## config.mk

```make
export PLATFORM = sky130hd
export DESIGN_NAME = rv_exec_unit
export DESIGN_NICKNAME = d
export VERILOG_FILES = /design/src/hdl/rv_ctrl_pkg.sv /design/src/hdl/rv_isa_pkg.sv /design/src/hdl/alu.sv /design/src/hdl/decode_stage.sv /design/src/hdl/divider.sv /design/src/hdl/execute_stage.sv /design/src/hdl/multiplier.sv /design/src/hdl/rv_exec_unit.sv
export VERILOG_INCLUDE_DIRS = /design/src /design/src/hdl
export SDC_FILE = /design/constraint.sdc
export NUM_CORES = 2
export LEC_CHECK = 0
export ABC_AREA = 0
export BUFFER_PORTS_ARGS = -buffer_cell sky130_fd_sc_hd__clkbuf_2
export CORE_ASPECT_RATIO = 0.7
export CORE_MARGIN = 1.5
export CORE_UTILIZATION = 30
export CTS_CLUSTER_DIAMETER = 120
export DETAILED_ROUTE_END_ITERATION = 16
export GPL_TIMING_DRIVEN = 0
export PLACE_DENSITY_LB_ADDON = 0.3
export SLEW_MARGIN = 20
export SYNTH_ARGS = -nofsm -noshare
export SYNTH_HDL_FRONTEND = slang
export SYNTH_SLANG_ARGS = --single-unit
```

## constraint.sdc

```tcl
create_clock -name clk_i -period 11.9 [get_ports clk_i]
set_input_delay 1.19 -clock clk_i [delete_from_list [all_inputs] [get_ports clk_i]]
set_output_delay 1.19 -clock clk_i [all_outputs]
set_load 0.1 [all_outputs]
```

## src/hdl/rv_exec_params.svh

```systemverilog
`ifndef RV_EXEC_PARAMS_SVH
`define RV_EXEC_PARAMS_SVH

`define RV_XLEN        32  // data width
`define RV_REG_ADDR_W  5   // register number width
`define RV_SHAMT_W     5   // shift amount width
`define RV_DIV_STEPS   32  // divider iterations, one quotient bit each

`endif

```

## src/hdl/rv_ctrl_pkg.sv

```systemverilog
`default_nettype none

package rv_ctrl_pkg;

    // alu control word, one bit per datapath
    typedef struct packed {
        logic is_signed;    // slt, sra
        logic is_neg;       // invert src2 for sub and compare
        logic is_less;      // result is the compare bit
        logic is_add;       // result is the sum
        logic shift_left;
        logic shift_right;
        logic xor_or;
        logic or_and;
        logic pass_src2;    // lui
    } alu_ctrl_t;

    typedef struct packed {
        logic is_mul;
        logic src1_signed;
        logic src2_signed;
        logic is_high;      // return upper half
    } mul_ctrl_t;

    typedef struct packed {
        logic is_div;
        logic is_signed;
        logic is_rem;       // return remainder
    } div_ctrl_t;

endpackage

`default_nettype wire

```

## src/hdl/rv_isa_pkg.sv

```systemverilog
`default_nettype none

package rv_isa_pkg;

    // major opcode, instr[6:2]
    typedef enum logic [4:0] {
        OPC_OP_IMM = 5'b00100,
        OPC_AUIPC  = 5'b00101,  // not executed here
        OPC_OP     = 5'b01100,
        OPC_LUI    = 5'b01101
    } opcode_e;

    // --------------------
    // funct3, base integer ops
    localparam logic [2:0] F3_ADD_SUB = 3'b000;
    localparam logic [2:0] F3_SLL     = 3'b001;
    localparam logic [2:0] F3_SLT     = 3'b010;
    localparam logic [2:0] F3_SLTU    = 3'b011;
    localparam logic [2:0] F3_XOR     = 3'b100;
    localparam logic [2:0] F3_SRL_SRA = 3'b101;
    localparam logic [2:0] F3_OR      = 3'b110;
    localparam logic [2:0] F3_AND     = 3'b111;

    // --------------------
    // funct3, M extension
    localparam logic [2:0] F3_MUL    = 3'b000;
    localparam logic [2:0] F3_MULH   = 3'b001;
    localparam logic [2:0] F3_MULHSU = 3'b010;
    localparam logic [2:0] F3_MULHU  = 3'b011;
    localparam logic [2:0] F3_DIV    = 3'b100;
    localparam logic [2:0] F3_DIVU   = 3'b101;
    localparam logic [2:0] F3_REM    = 3'b110;
    localparam logic [2:0] F3_REMU   = 3'b111;

    localparam logic [6:0] FUNCT7_MULDIV = 7'b0000001;
    localparam logic [6:0] FUNCT7_ALT    = 7'b0100000;  // sub, sra, srai

endpackage

`default_nettype wire

```

## src/hdl/alu.sv

```systemverilog
`default_nettype none
`timescale 1ns/1ps
`include "rv_exec_params.svh"

module alu (
    input  rv_ctrl_pkg::alu_ctrl_t  ctrl_i,
    input  logic [`RV_XLEN-1:0]     src1_i,
    input  logic [`RV_XLEN-1:0]     src2_i,
    output logic [`RV_XLEN-1:0]     rslt_o
);

    logic [`RV_XLEN+1:0]        add_a;
    logic [`RV_XLEN+1:0]        add_b;
    logic [`RV_XLEN+1:0]        add_sum;
    logic                       less;
    logic [`RV_SHAMT_W-1:0]     shamt;
    logic signed [`RV_XLEN:0]   sra_src;
    logic [`RV_XLEN:0]          sra_full;
    logic [`RV_XLEN-1:0]        add_rslt;
    logic [`RV_XLEN-1:0]        shl_rslt;
    logic [`RV_XLEN-1:0]        shr_rslt;
    logic [`RV_XLEN-1:0]        logic_rslt;
    logic [`RV_XLEN-1:0]        pass_rslt;

    // extra lsb carries the +1 of the two's complement
    assign add_a   = {ctrl_i.is_signed & src1_i[`RV_XLEN-1], src1_i, 1'b1};
    assign add_b   = {ctrl_i.is_signed & src2_i[`RV_XLEN-1], src2_i, 1'b0} ^
                     {(`RV_XLEN+2){ctrl_i.is_neg}};
    assign add_sum = add_a + add_b;
    assign less    = ctrl_i.is_less & add_sum[`RV_XLEN+1];  // sign of a - b
    assign add_rslt = ctrl_i.is_add ? add_sum[`RV_XLEN:1] : '0;

    // --------------------
    // shifter
    assign shamt    = src2_i[`RV_SHAMT_W-1:0];
    assign sra_src  = {ctrl_i.is_signed & src1_i[`RV_XLEN-1], src1_i};
    assign sra_full = sra_src >>> shamt;
    assign shl_rslt = ctrl_i.shift_left ? (src1_i << shamt) : '0;
    assign shr_rslt = ctrl_i.shift_right ? sra_full[`RV_XLEN-1:0] : '0;

    // or = xor | and
    assign logic_rslt = (ctrl_i.xor_or ? (src1_i ^ src2_i) : '0) |
                        (ctrl_i.or_and ? (src1_i & src2_i) : '0);
    assign pass_rslt  = ctrl_i.pass_src2 ? src2_i : '0;

    assign rslt_o = {{(`RV_XLEN-1){1'b0}}, less} | add_rslt | shl_rslt | shr_rslt |
                    logic_rslt | pass_rslt;

endmodule

`default_nettype wire

```

## src/hdl/decode_stage.sv

```systemverilog
`default_nettype none
`timescale 1ns/1ps
`include "rv_exec_params.svh"

module decode_stage (
    input  logic                          clk_i,
    input  logic                          rst_i,
    input  logic                          in_valid_i,
    input  logic                          hold_i,
    input  logic [31:0]                   instr_i,
    input  logic [`RV_XLEN-1:0]           rs1_val_i,
    input  logic [`RV_XLEN-1:0]           rs2_val_i,
    output logic                          in_ready_o,
    output logic                          valid_o,
    output logic [`RV_REG_ADDR_W-1:0]     rd_o,
    output logic [`RV_XLEN-1:0]           src1_o,
    output logic [`RV_XLEN-1:0]           src2_o,
    output rv_ctrl_pkg::alu_ctrl_t        alu_ctrl_o,
    output rv_ctrl_pkg::mul_ctrl_t        mul_ctrl_o,
    output rv_ctrl_pkg::div_ctrl_t        div_ctrl_o
);

    rv_isa_pkg::opcode_e            opc;
    logic [2:0]                     f3;
    logic [6:0]                     f7;
    logic                           is_op;
    logic                           is_imm;
    logic                           is_lui;
    logic                           is_m;
    logic                           is_arith;
    logic                           is_alt;
    logic                           accept;
    logic [`RV_XLEN-1:0]            imm_i_type;
    logic [`RV_XLEN-1:0]            imm_u_type;
    logic [`RV_XLEN-1:0]            src2_d;
    logic [`RV_REG_ADDR_W-1:0]      rd_d;
    rv_ctrl_pkg::alu_ctrl_t         alu_d;
    rv_ctrl_pkg::mul_ctrl_t         mul_d;
    rv_ctrl_pkg::div_ctrl_t         div_d;

    assign in_ready_o = ~hold_i;
    assign accept     = in_valid_i & in_ready_o;

    // --------------------
    // field decode
    assign opc = rv_isa_pkg::opcode_e'(instr_i[6:2]);
    assign f3  = instr_i[14:12];
    assign f7  = instr_i[31:25];

    assign is_op    = (opc == rv_isa_pkg::OPC_OP);
    assign is_imm   = (opc == rv_isa_pkg::OPC_OP_IMM);
    assign is_lui   = (opc == rv_isa_pkg::OPC_LUI);
    assign is_m     = is_op & (f7 == rv_isa_pkg::FUNCT7_MULDIV);
    assign is_arith = is_imm | (is_op & ~is_m);
    assign is_alt   = (f7 == rv_isa_pkg::FUNCT7_ALT);  // imm[11:5] for srai

    always_comb begin
        alu_d             = '0;
        alu_d.is_signed   = is_arith & ((f3 == rv_isa_pkg::F3_SLT) |
                            ((f3 == rv_isa_pkg::F3_SRL_SRA) & is_alt));
        alu_d.is_less     = is_arith & ((f3 == rv_isa_pkg::F3_SLT) |
                            (f3 == rv_isa_pkg::F3_SLTU));
        alu_d.is_neg      = alu_d.is_less | (is_op & ~is_m & is_alt &
                            (f3 == rv_isa_pkg::F3_ADD_SUB));  // sub only from OP
        alu_d.is_add      = is_arith & (f3 == rv_isa_pkg::F3_ADD_SUB);
        alu_d.shift_left  = is_arith & (f3 == rv_isa_pkg::F3_SLL);
        alu_d.shift_right = is_arith & (f3 == rv_isa_pkg::F3_SRL_SRA);
        alu_d.xor_or      = is_arith & ((f3 == rv_isa_pkg::F3_XOR) |
                            (f3 == rv_isa_pkg::F3_OR));
        alu_d.or_and      = is_arith & ((f3 == rv_isa_pkg::F3_OR) |
                            (f3 == rv_isa_pkg::F3_AND));
        alu_d.pass_src2   = is_lui;
    end

    // funct3 bit 2 splits multiply from divide
    always_comb begin
        mul_d             = '0;
        mul_d.is_mul      = is_m & ~f3[2];
        mul_d.src1_signed = is_m & ((f3 == rv_isa_pkg::F3_MULH) |
                            (f3 == rv_isa_pkg::F3_MULHSU));
        mul_d.src2_signed = is_m & (f3 == rv_isa_pkg::F3_MULH);
        mul_d.is_high     = mul_d.is_mul & (f3 != rv_isa_pkg::F3_MUL);
        div_d             = '0;
        div_d.is_div      = is_m & f3[2];
        div_d.is_signed   = is_m & ((f3 == rv_isa_pkg::F3_DIV) |
                            (f3 == rv_isa_pkg::F3_REM));
        div_d.is_rem      = is_m & ((f3 == rv_isa_pkg::F3_REM) |
                            (f3 == rv_isa_pkg::F3_REMU));
    end

    // --------------------
    // operand select
    assign imm_i_type = {{(`RV_XLEN-12){instr_i[31]}}, instr_i[31:20]};
    assign imm_u_type = {instr_i[31:12], {(`RV_XLEN-20){1'b0}}};
    assign src2_d = is_imm ? imm_i_type : (is_lui ? imm_u_type : rs2_val_i);
    assign rd_d   = (is_op | is_imm | is_lui) ? instr_i[7 +: `RV_REG_ADDR_W] : '0;

    always_ff @(posedge clk_i) begin
        if (rst_i) begin
            valid_o <= 1'b0;
        end else if (!hold_i) begin
            valid_o <= in_valid_i;  // empty slot when nothing issued
        end
    end

    always_ff @(posedge clk_i) begin
        if (accept) begin
            rd_o       <= rd_d;
            src1_o     <= rs1_val_i;
            src2_o     <= src2_d;
            alu_ctrl_o <= alu_d;
            mul_ctrl_o <= mul_d;
            div_ctrl_o <= div_d;
        end
    end

endmodule

`default_nettype wire

```

## src/hdl/divider.sv

```systemverilog
`default_nettype none
`timescale 1ns/1ps
`include "rv_exec_params.svh"

module divider (
    input  logic                    clk_i,
    input  logic                    rst_i,
    input  logic                    start_i,
    input  rv_ctrl_pkg::div_ctrl_t  ctrl_i,
    input  logic [`RV_XLEN-1:0]     src1_i,
    input  logic [`RV_XLEN-1:0]     src2_i,
    output logic                    done_o,
    output logic [`RV_XLEN-1:0]     rslt_o
);

    localparam int CNT_W = $clog2(`RV_DIV_STEPS);
    localparam logic [CNT_W-1:0] LAST_STEP = CNT_W'(`RV_DIV_STEPS - 1);

    typedef enum logic [1:0] {
        DIV_IDLE,
        DIV_CHECK,
        DIV_EXEC,
        DIV_RET
    } div_state_e;

    div_state_e             state;
    logic [CNT_W-1:0]       cnt;
    logic [`RV_XLEN-1:0]    rem_r;
    logic [`RV_XLEN-1:0]    quo_r;  // dividend shifts out, quotient in
    logic [`RV_XLEN-1:0]    dvsr_r;
    logic                   q_neg;
    logic                   r_neg;
    logic                   is_rem;
    logic                   s1_neg;
    logic                   s2_neg;
    logic [`RV_XLEN:0]      trial;
    logic                   fits;

    assign s1_neg = ctrl_i.is_signed & src1_i[`RV_XLEN-1];
    assign s2_neg = ctrl_i.is_signed & src2_i[`RV_XLEN-1];

    // shifted partial remainder minus divisor
    assign trial = {rem_r, quo_r[`RV_XLEN-1]} - {1'b0, dvsr_r};
    assign fits  = ~trial[`RV_XLEN];

    always_ff @(posedge clk_i) begin
        if (rst_i) begin
            state <= DIV_IDLE;
        end else begin
            case (state)
                DIV_IDLE:  if (start_i) state <= DIV_CHECK;
                DIV_CHECK: state <= (dvsr_r == '0) ? DIV_RET : DIV_EXEC;  // div by zero
                DIV_EXEC:  if (cnt == LAST_STEP) state <= DIV_RET;
                default:   state <= DIV_IDLE;
            endcase
        end
    end

    always_ff @(posedge clk_i) begin
        case (state)
            DIV_IDLE: begin
                if (start_i) begin
                    rem_r  <= src1_i;  // kept as is for rem by zero
                    quo_r  <= s1_neg ? -src1_i : src1_i;
                    dvsr_r <= s2_neg ? -src2_i : src2_i;
                    q_neg  <= s1_neg ^ s2_neg;
                    r_neg  <= s1_neg;
                    is_rem <= ctrl_i.is_rem;
                end
            end
            DIV_CHECK: begin
                cnt <= '0;
                if (dvsr_r == '0) begin
                    quo_r <= '1;
                    q_neg <= 1'b0;
                    r_neg <= 1'b0;
                end else begin
                    rem_r <= '0;
                end
            end
            DIV_EXEC: begin
                cnt   <= cnt + 1'b1;
                quo_r <= {quo_r[`RV_XLEN-2:0], fits};
                rem_r <= fits ? trial[`RV_XLEN-1:0] : {rem_r[`RV_XLEN-2:0], quo_r[`RV_XLEN-1]};
            end
            default: ;
        endcase
    end

    // --------------------
    // sign fix-up on the way out
    assign done_o = (state == DIV_RET);
    assign rslt_o = !done_o ? '0 :
                    is_rem  ? (r_neg ? -rem_r : rem_r) :
                              (q_neg ? -quo_r : quo_r);

endmodule

`default_nettype wire

```

## src/hdl/execute_stage.sv

```systemverilog
`default_nettype none
`timescale 1ns/1ps
`include "rv_exec_params.svh"

module execute_stage (
    input  logic                        clk_i,
    input  logic                        rst_i,
    input  logic                        valid_i,
    input  logic [`RV_REG_ADDR_W-1:0]   rd_i,
    input  logic [`RV_XLEN-1:0]         src1_i,
    input  logic [`RV_XLEN-1:0]         src2_i,
    input  rv_ctrl_pkg::alu_ctrl_t      alu_ctrl_i,
    input  rv_ctrl_pkg::mul_ctrl_t      mul_ctrl_i,
    input  rv_ctrl_pkg::div_ctrl_t      div_ctrl_i,
    output logic                        hold_o,
    output logic                        out_valid_o,
    output logic [`RV_REG_ADDR_W-1:0]   out_rd_o,
    output logic [`RV_XLEN-1:0]         out_data_o
);

    logic                   needs_unit;
    logic                   unit_busy;
    logic                   start;
    logic                   unit_done;
    logic                   finish;
    logic                   mul_done;
    logic                   div_done;
    logic [`RV_XLEN-1:0]    alu_rslt;
    logic [`RV_XLEN-1:0]    mul_rslt;
    logic [`RV_XLEN-1:0]    div_rslt;

    alu u_alu (
        .ctrl_i (alu_ctrl_i),
        .src1_i (src1_i),
        .src2_i (src2_i),
        .rslt_o (alu_rslt)
    );

    multiplier u_mul (
        .clk_i   (clk_i),
        .rst_i   (rst_i),
        .start_i (start & mul_ctrl_i.is_mul),
        .ctrl_i  (mul_ctrl_i),
        .src1_i  (src1_i),
        .src2_i  (src2_i),
        .done_o  (mul_done),
        .rslt_o  (mul_rslt)
    );

    divider u_div (
        .clk_i   (clk_i),
        .rst_i   (rst_i),
        .start_i (start & div_ctrl_i.is_div),
        .ctrl_i  (div_ctrl_i),
        .src1_i  (src1_i),
        .src2_i  (src2_i),
        .done_o  (div_done),
        .rslt_o  (div_rslt)
    );

    // --------------------
    // stall control
    assign needs_unit = mul_ctrl_i.is_mul | div_ctrl_i.is_div;
    assign start      = valid_i & ~unit_busy;  // first cycle of this entry only
    assign unit_done  = mul_done | div_done;
    assign hold_o     = valid_i & needs_unit & ~unit_done;
    assign finish     = valid_i & (~needs_unit | unit_done);

    always_ff @(posedge clk_i) begin
        if (rst_i) begin
            unit_busy   <= 1'b0;
            out_valid_o <= 1'b0;
        end else begin
            out_valid_o <= finish;
            if (start & needs_unit) begin
                unit_busy <= 1'b1;
            end else if (unit_done) begin
                unit_busy <= 1'b0;
            end
        end
    end

    // idle units drive zero, so or merges
    always_ff @(posedge clk_i) begin
        if (finish) begin
            out_rd_o   <= rd_i;
            out_data_o <= alu_rslt | mul_rslt | div_rslt;
        end
    end

endmodule

`default_nettype wire

```

## src/hdl/multiplier.sv

```systemverilog
`default_nettype none
`timescale 1ns/1ps
`include "rv_exec_params.svh"

module multiplier (
    input  logic                    clk_i,
    input  logic                    rst_i,
    input  logic                    start_i,
    input  rv_ctrl_pkg::mul_ctrl_t  ctrl_i,
    input  logic [`RV_XLEN-1:0]     src1_i,
    input  logic [`RV_XLEN-1:0]     src2_i,
    output logic                    done_o,
    output logic [`RV_XLEN-1:0]     rslt_o
);

    typedef enum logic [1:0] {
        MUL_IDLE,
        MUL_EXEC,
        MUL_RET
    } mul_state_e;

    mul_state_e                 state;
    logic signed [`RV_XLEN:0]   op_a;  // sign or zero extended
    logic signed [`RV_XLEN:0]   op_b;
    logic [2*`RV_XLEN-1:0]      product;
    logic                       is_high;

    always_ff @(posedge clk_i) begin
        if (rst_i) begin
            state <= MUL_IDLE;
        end else begin
            case (state)
                MUL_IDLE: if (start_i) state <= MUL_EXEC;
                MUL_EXEC: state <= MUL_RET;
                default:  state <= MUL_IDLE;
            endcase
        end
    end

    always_ff @(posedge clk_i) begin
        if (state == MUL_IDLE && start_i) begin
            op_a    <= {ctrl_i.src1_signed & src1_i[`RV_XLEN-1], src1_i};
            op_b    <= {ctrl_i.src2_signed & src2_i[`RV_XLEN-1], src2_i};
            is_high <= ctrl_i.is_high;
        end
        if (state == MUL_EXEC) begin
            product <= op_a * op_b;  // low 2*xlen bits of the signed product
        end
    end

    assign done_o = (state == MUL_RET);
    assign rslt_o = !done_o ? '0 :
                    (is_high ? product[2*`RV_XLEN-1:`RV_XLEN] : product[`RV_XLEN-1:0]);

endmodule

`default_nettype wire

```

## src/hdl/rv_exec_unit.sv

```systemverilog
`default_nettype none
`timescale 1ns/1ps
`include "rv_exec_params.svh"

module rv_exec_unit (
    input  logic                        clk_i,
    input  logic                        rst_i,
    input  logic                        in_valid_i,
    input  logic [31:0]                 instr_i,
    input  logic [`RV_XLEN-1:0]         rs1_val_i,
    input  logic [`RV_XLEN-1:0]         rs2_val_i,
    output logic                        in_ready_o,
    output logic                        out_valid_o,
    output logic [`RV_REG_ADDR_W-1:0]   out_rd_o,
    output logic [`RV_XLEN-1:0]         out_data_o
);

    logic                           dec_valid;
    logic [`RV_REG_ADDR_W-1:0]      dec_rd;
    logic [`RV_XLEN-1:0]            dec_src1;
    logic [`RV_XLEN-1:0]            dec_src2;
    rv_ctrl_pkg::alu_ctrl_t         dec_alu_ctrl;
    rv_ctrl_pkg::mul_ctrl_t         dec_mul_ctrl;
    rv_ctrl_pkg::div_ctrl_t         dec_div_ctrl;
    logic                           exec_hold;  // mul or div in progress

    decode_stage u_decode (
        .clk_i      (clk_i),
        .rst_i      (rst_i),
        .in_valid_i (in_valid_i),
        .hold_i     (exec_hold),
        .instr_i    (instr_i),
        .rs1_val_i  (rs1_val_i),
        .rs2_val_i  (rs2_val_i),
        .in_ready_o (in_ready_o),
        .valid_o    (dec_valid),
        .rd_o       (dec_rd),
        .src1_o     (dec_src1),
        .src2_o     (dec_src2),
        .alu_ctrl_o (dec_alu_ctrl),
        .mul_ctrl_o (dec_mul_ctrl),
        .div_ctrl_o (dec_div_ctrl)
    );

    execute_stage u_execute (
        .clk_i       (clk_i),
        .rst_i       (rst_i),
        .valid_i     (dec_valid),
        .rd_i        (dec_rd),
        .src1_i      (dec_src1),
        .src2_i      (dec_src2),
        .alu_ctrl_i  (dec_alu_ctrl),
        .mul_ctrl_i  (dec_mul_ctrl),
        .div_ctrl_i  (dec_div_ctrl),
        .hold_o      (exec_hold),
        .out_valid_o (out_valid_o),
        .out_rd_o    (out_rd_o),
        .out_data_o  (out_data_o)
    );

endmodule

`default_nettype wire

```

---- Word-level counts from Yosys, hierarchy flattened ----
Cells that the tools add are included.
word-level totals
  flip-flop bits (word level) ............. 364
  bits in latches ......................... 0
  memory bits (writable) .................. 0
  bits in read-only memories .............. 0
  input port bits ......................... 99
  output and inout port bits .............. 39
  memories kept ........................... 0
cells by class
  add/subtract/negate cells ............... 7
  multiply operators ...................... 1
  divide/modulo/power cells ............... 0
  order comparisons ....................... 0
  eq/ne operators ......................... 23
  shifts and indexed selects .............. 2
  muxes and demuxes ....................... 37
  bitwise gates (word level) .............. 65
  reduce and logical (&&, ||, !) cells .... 15
operator list
  cell                                                              count
  32-bit 2-to-1 mux                                                 21
  32-bit bitwise OR                                                 7
  32-bit one-hot mux with 3 select lines                            2
  32-bit negation                                                   4
  33-bit by 33-bit multiplier with 64-bit output                    1
  34-bit adder                                                      1
  1-bit bitwise AND                                                 34
  34-bit bitwise XOR                                                1
  33-bit by 5-bit >>> shifter with 32-bit output                    1
  33-bit by 32-bit subtractor with 33-bit output                    1
  32-bit bitwise AND                                                1
  32-bit zero test                                                  1
  1-bit by 32-bit bitwise OR with 32-bit output                     1
  32-bit by 5-bit left shift with 32-bit output                     1
  32-bit bitwise XOR                                                1
  3-bit == test (second input constant)                             4
  1-bit bitwise OR                                                  12
  5-bit by 4-bit == test with 1-bit output (second input constant)  2
  2-bit inequality test (second input constant)                     5
  5-bit one-hot mux with 2 select lines                             1
  3-bit AND reduction                                               3
  7-bit by 1-bit == test with 1-bit output (second input constant)  1
  7-bit by 6-bit == test with 1-bit output (second input constant)  1
  1-bit NOT                                                         7
  19 further kinds                                                  36

---- Logic depth before layout (Yosys ltp) ----
  word-level depth ........................ 11
  depth in mapped cells ................... 29
  gate-level depth less buffers ........... 27

---- Modules after synthesis ----
Synthesis repeated with hierarchy kept, for this count alone.
second synthesis, totals
  cell total of the unflattened synthesis .. 6670
  area, all modules ....................... 63825.0 um2
modules (own cells, without submodules)
  module         instances  cells each  area each (um2)
  multiplier     1          4382        42914.9
  divider        1          1099        9477.8
  alu            1          882         6562.5
  decode_stage   1          225         3444.6
  execute_stage  1          82          1425.1

---- Worst setup path before layout ----
No wires, ideal clock.
  path kind ............................... register -> register
  from .................................... register u_execute.u_mul.op_a[32]
  to ...................................... register u_execute.u_mul.product[61], data pin
  setup time .............................. 0.158 ns
  arrival time ............................ 8.354 ns
  slack ................................... 3.389 ns
  stages on the path, launching flop included .. 29
  cells stage by stage .................... edfxtp_1 -> clkbuf_1 -> and2_1 -> fa_1 -> inv_1 -> fa_1 -> inv_1 -> fa_1 -> inv_1 -> fa_1 -> inv_1 -> fa_1 -> fa_1 -> fa_1 -> inv_1 -> fa_1 -> inv_1 -> ha_1 -> buf_2 -> a2111o_1 -> o21bai_1 -> a31o_2 -> a21oi_2 -> o21ai_0 -> and2_1 -> a311o_1 -> a211oi_2 -> or4b_1 -> o211ai_1
between the ends
  word-level cells in the longest chain between the ends .. 1
ends and longest elaborated chain
  element                                         line              text
  start, declared                                 multiplier.sv:23  logic signed [`RV_XLEN:0] op_a;
  start signal, assigned                          multiplier.sv:42  op_a <= {ctrl_i.src1_signed & src1_i[`RV_XLEN-1], src1_i};
  33-bit by 33-bit multiplier with 64-bit output  multiplier.sv:47  product <= op_a * op_b;
  end signal, assigned                            multiplier.sv:47
  end, declared                                   multiplier.sv:25  logic [2*`RV_XLEN-1:0] product;
No other way between the ends.
A chain may end at the register's enable or synchronous reset.

---- Worst setup path after layout ----
  from .................................... register u_execute.u_mul.op_a[21]
  to ...................................... register u_execute.u_mul.product[63], data pin
The elaborated chain is that of the path after synthesis.

==> impl_metrics.env <==
export IMPL_status="finished clean"
export IMPL_yosys_area_top_type="fa_1"
export IMPL_min_period_over_period_pct=91.1
export IMPL_hold_path_class="reg2reg"
export IMPL_synthXorXnorAreaFrac_pct=3.92
export IMPL_portBuffers=133
export IMPL_cts_hold_buf=0
export IMPL_cts_resized_gates=0
export IMPL_rows=139
export IMPL_drv_cap=0
export IMPL_clock_sinks=364
export IMPL_wire_per_inst_um=31.3
export IMPL_yosysWarnings=0
export IMPL_post_cts_repair_setup_buffers=0
export IMPL_drc=0
export IMPL_cts_buffers=36
export IMPL_synth_compound_area_share_pct=9.09
export IMPL_drtIter0Drc=6961
export IMPL_cp_data_arrival_time_ns=11.19
export IMPL_postRouteAntennaNets=0
export IMPL_period_needed_ns=10.84
export IMPL_fp_dieW_um=549
export IMPL_ys_types=80
export IMPL_dpl_hpwl_mm=252
export IMPL_synth_avg_cell_area_um2=9.58
export IMPL_grt_max_degree=53
export IMPL_syn_area_um2=62500
export IMPL_synthMuxAreaShare_pct=3.58
export IMPL_die_area_um2=211000
export IMPL_hold_viol_final=0
export IMPL_fin_nets=8259
export IMPL_nFillCells=21400
export IMPL_rsz0062_at_grt="no"
export IMPL_drive_above_1_share_pct=4.87
export IMPL_area_growth_pct=9.13
export IMPL_floorplan_initialDensity_pct=30.3
export IMPL_clock_skew_final_ns=0.0470
export IMPL_grt_ovfl_total=0
export IMPL_synth_top_family_by_area="adder cells"
export IMPL_firstDrtPassIters=9
export IMPL_synth_area_leaders="fa_1 36%, edfxtp_1 17%, inv_1 7.2%, ha_1 6.4%, and2_1 5.4%"
export IMPL_layout_commonest_cell="inv_1"
export IMPL_end_kind="register"
export IMPL_rrSetupSlack_ns=1.06
export IMPL_yosysSeqAreaShare_pct=17.4
export IMPL_synth_top_cell_area_share_pct=36.1
export IMPL_die_y_um=385
export IMPL_synthSimpleGateAreaFrac_pct=14.2
export IMPL_most_common_layout_cells="1194 x inv_1, 1125 x fa_1, 772 x nand2_1, 544 x and2_1, 357 x edfxtp_1"
export IMPL_ys_seq_elements=364
export IMPL_synth_edf_count=357
export IMPL_required_ns=12.25
export IMPL_grt_pass1_vias=51400
export IMPL_grt_pass1_wl_mm=410
export IMPL_critPathKind="reg2reg"
export IMPL_final_setup_worst_slack_ns=1.06
export IMPL_synth_adder_area_share_pct=42.4
export IMPL_ys_flop_type="edfxtp_1"
export IMPL_worst_pin_slew_ns=1.34
export IMPL_wl_mm=297
export IMPL_setup_violations=0
export IMPL_cts_root_buf="clkbuf_16"
export IMPL_start_kind="register"
export IMPL_num_vias=51600
export IMPL_clock_fmax_ghz=0.0923
export IMPL_cts_tree="yes"
export IMPL_cts_max_path_buffers=3
export IMPL_syn_nets=8072
export IMPL_drv_slew=0
export IMPL_max_slew_margin_pct=9.74
export IMPL_grt_util_all_layers_pct=28.0
export IMPL_place_ws_ns=1.50
export IMPL_synthCells=6528
export IMPL_antenna_found_initial=55
export IMPL_htreeDepth=2
export IMPL_timing_setup_tns_ns=0
export IMPL_core_um2=206000
export IMPL_clk_pin_slew_ns=0.07
export IMPL_place_gp_congestion=1.05
export IMPL_crit_fanout=10
export IMPL_io_pins=138
export IMPL_insertion_delay_ns=0.64
export IMPL_async_flop_share_pct=0
export IMPL_via_per_inst=5.43
## registers in the layout (all words and copies together), names as in the netlist, 5 cells and up
register	cells
u_execute.u_div.dvsr_r	32
u_execute.out_rd_o	5
u_decode.alu_ctrl_o	9
u_execute.u_mul.product	64
u_execute.u_div.cnt	5
u_execute.out_data_o	32
u_decode.src1_o	32
u_decode.rd_o	5
u_execute.u_mul.op_a	33
u_execute.u_div.quo_r	32
u_decode.src2_o	32
u_execute.u_div.rem_r	32
u_execute.u_mul.op_b	33
## metrics by stage
| step | util, % | hold WS [ns] | instances | instance area, µm² |
|---|---|---|---|---|
| detailed placement | 32.5 | 0.406 | 9424 | 67000 |
| global route | 33.1 | 0.433 | 9496 | 68200 |
| floorplan | - | 0.400 | 6528 | 62500 |
| CTS | 33.1 | 0.421 | 9489 | 68200 |
| finish | 33.1 | 0.422 | 9508 | 68200 |
| global placement | 32.3 | 0.414 | 9410 | 66600 |
## worst paths after layout
kind                                               start  cells past startpoint                          end
worst max-delay path            u_execute.u_mul.op_a[21]                     26  u_execute.u_mul.product[63]
worst max register to register  u_execute.u_mul.op_a[21]                     26  u_execute.u_mul.product[63]
worst min register to register    u_decode.div_ctrl_o[0]                      0       u_execute.u_div.is_rem
worst min-delay path              u_decode.div_ctrl_o[0]                      0       u_execute.u_div.is_rem
## kinds of logic (layout without fill, tap and decap cells)
| logic type | Yosys count | after routing |
|---|---|---|
| flops | 364 | 364 |
| compound gates | 872 | 872 |
| xor+xnor | 280 | 280 |
| mux | 185 | 185 |
| simple gates | 1825 | 1825 |
| other cells | 0 | 17 |
| buf+inv | 1557 | 1771 |
| fa+ha+maj | 1445 | 1445 |
## critical path, stage by stage (launching register included)
cell	delay, ns
edfxtp_1	0.85
clkbuf_1	0.97
nand2_1	0.18
fa_1	0.44
fa_1	0.52
inv_1	0.05
fa_1	0.55
inv_1	0.12
fa_1	0.60
inv_1	0.08
fa_1	0.49
fa_1	0.45
fa_1	0.53
inv_1	0.06
fa_1	0.54
inv_1	0.06
ha_1	0.54
inv_1	0.28
or3_1	0.44
or2_2	0.30
o221a_2	0.23
o21a_1	0.30
o32ai_2	0.72
a311o_1	0.43
a211oi_2	0.17
o31ai_1	0.51
xnor2_1	0.12
## final cells by class
class	instances	area, µm²	area share (%)
Clock buffer	40	937	1.37
Multi-Input combinational cell	4607	45900	67.2
Buffer	360	1390	2.03
Antenna cell	17	42.5	0.0623
Sequential cell	364	10900	15.9
Clock inverter	25	254	0.372
Timing Repair Buffer	149	972	1.42
Inverter	1197	4490	6.58
Tap cell	2749	3440	5.04
## synth_stat cells, drive strengths merged (47+ instances only)
master and number:
a21o 59, a21oi 223, a31oi 48, and2 544
clkbuf 328, edfxtp 357, fa 1126, ha 319
inv 1195, mux2i 136, nand2 772, nand2b 50
nand3 51, nor2 220, o211ai 47, o21ai 197
xnor2 166, xor2 114
## routing by layer
metal	part of all wire [%]	vias up	global-route usage, %
met5	0.022	-	0
met4	2.2	12	5.74
met3	15	349	11.8
met2	37	3142	36.0
met1	46	27000	42.4
li1	-	21100	-
Power is left out: the tool's default activity adds up to more than one toggle a clock period on the data nets, which glitch-free logic cannot reach.
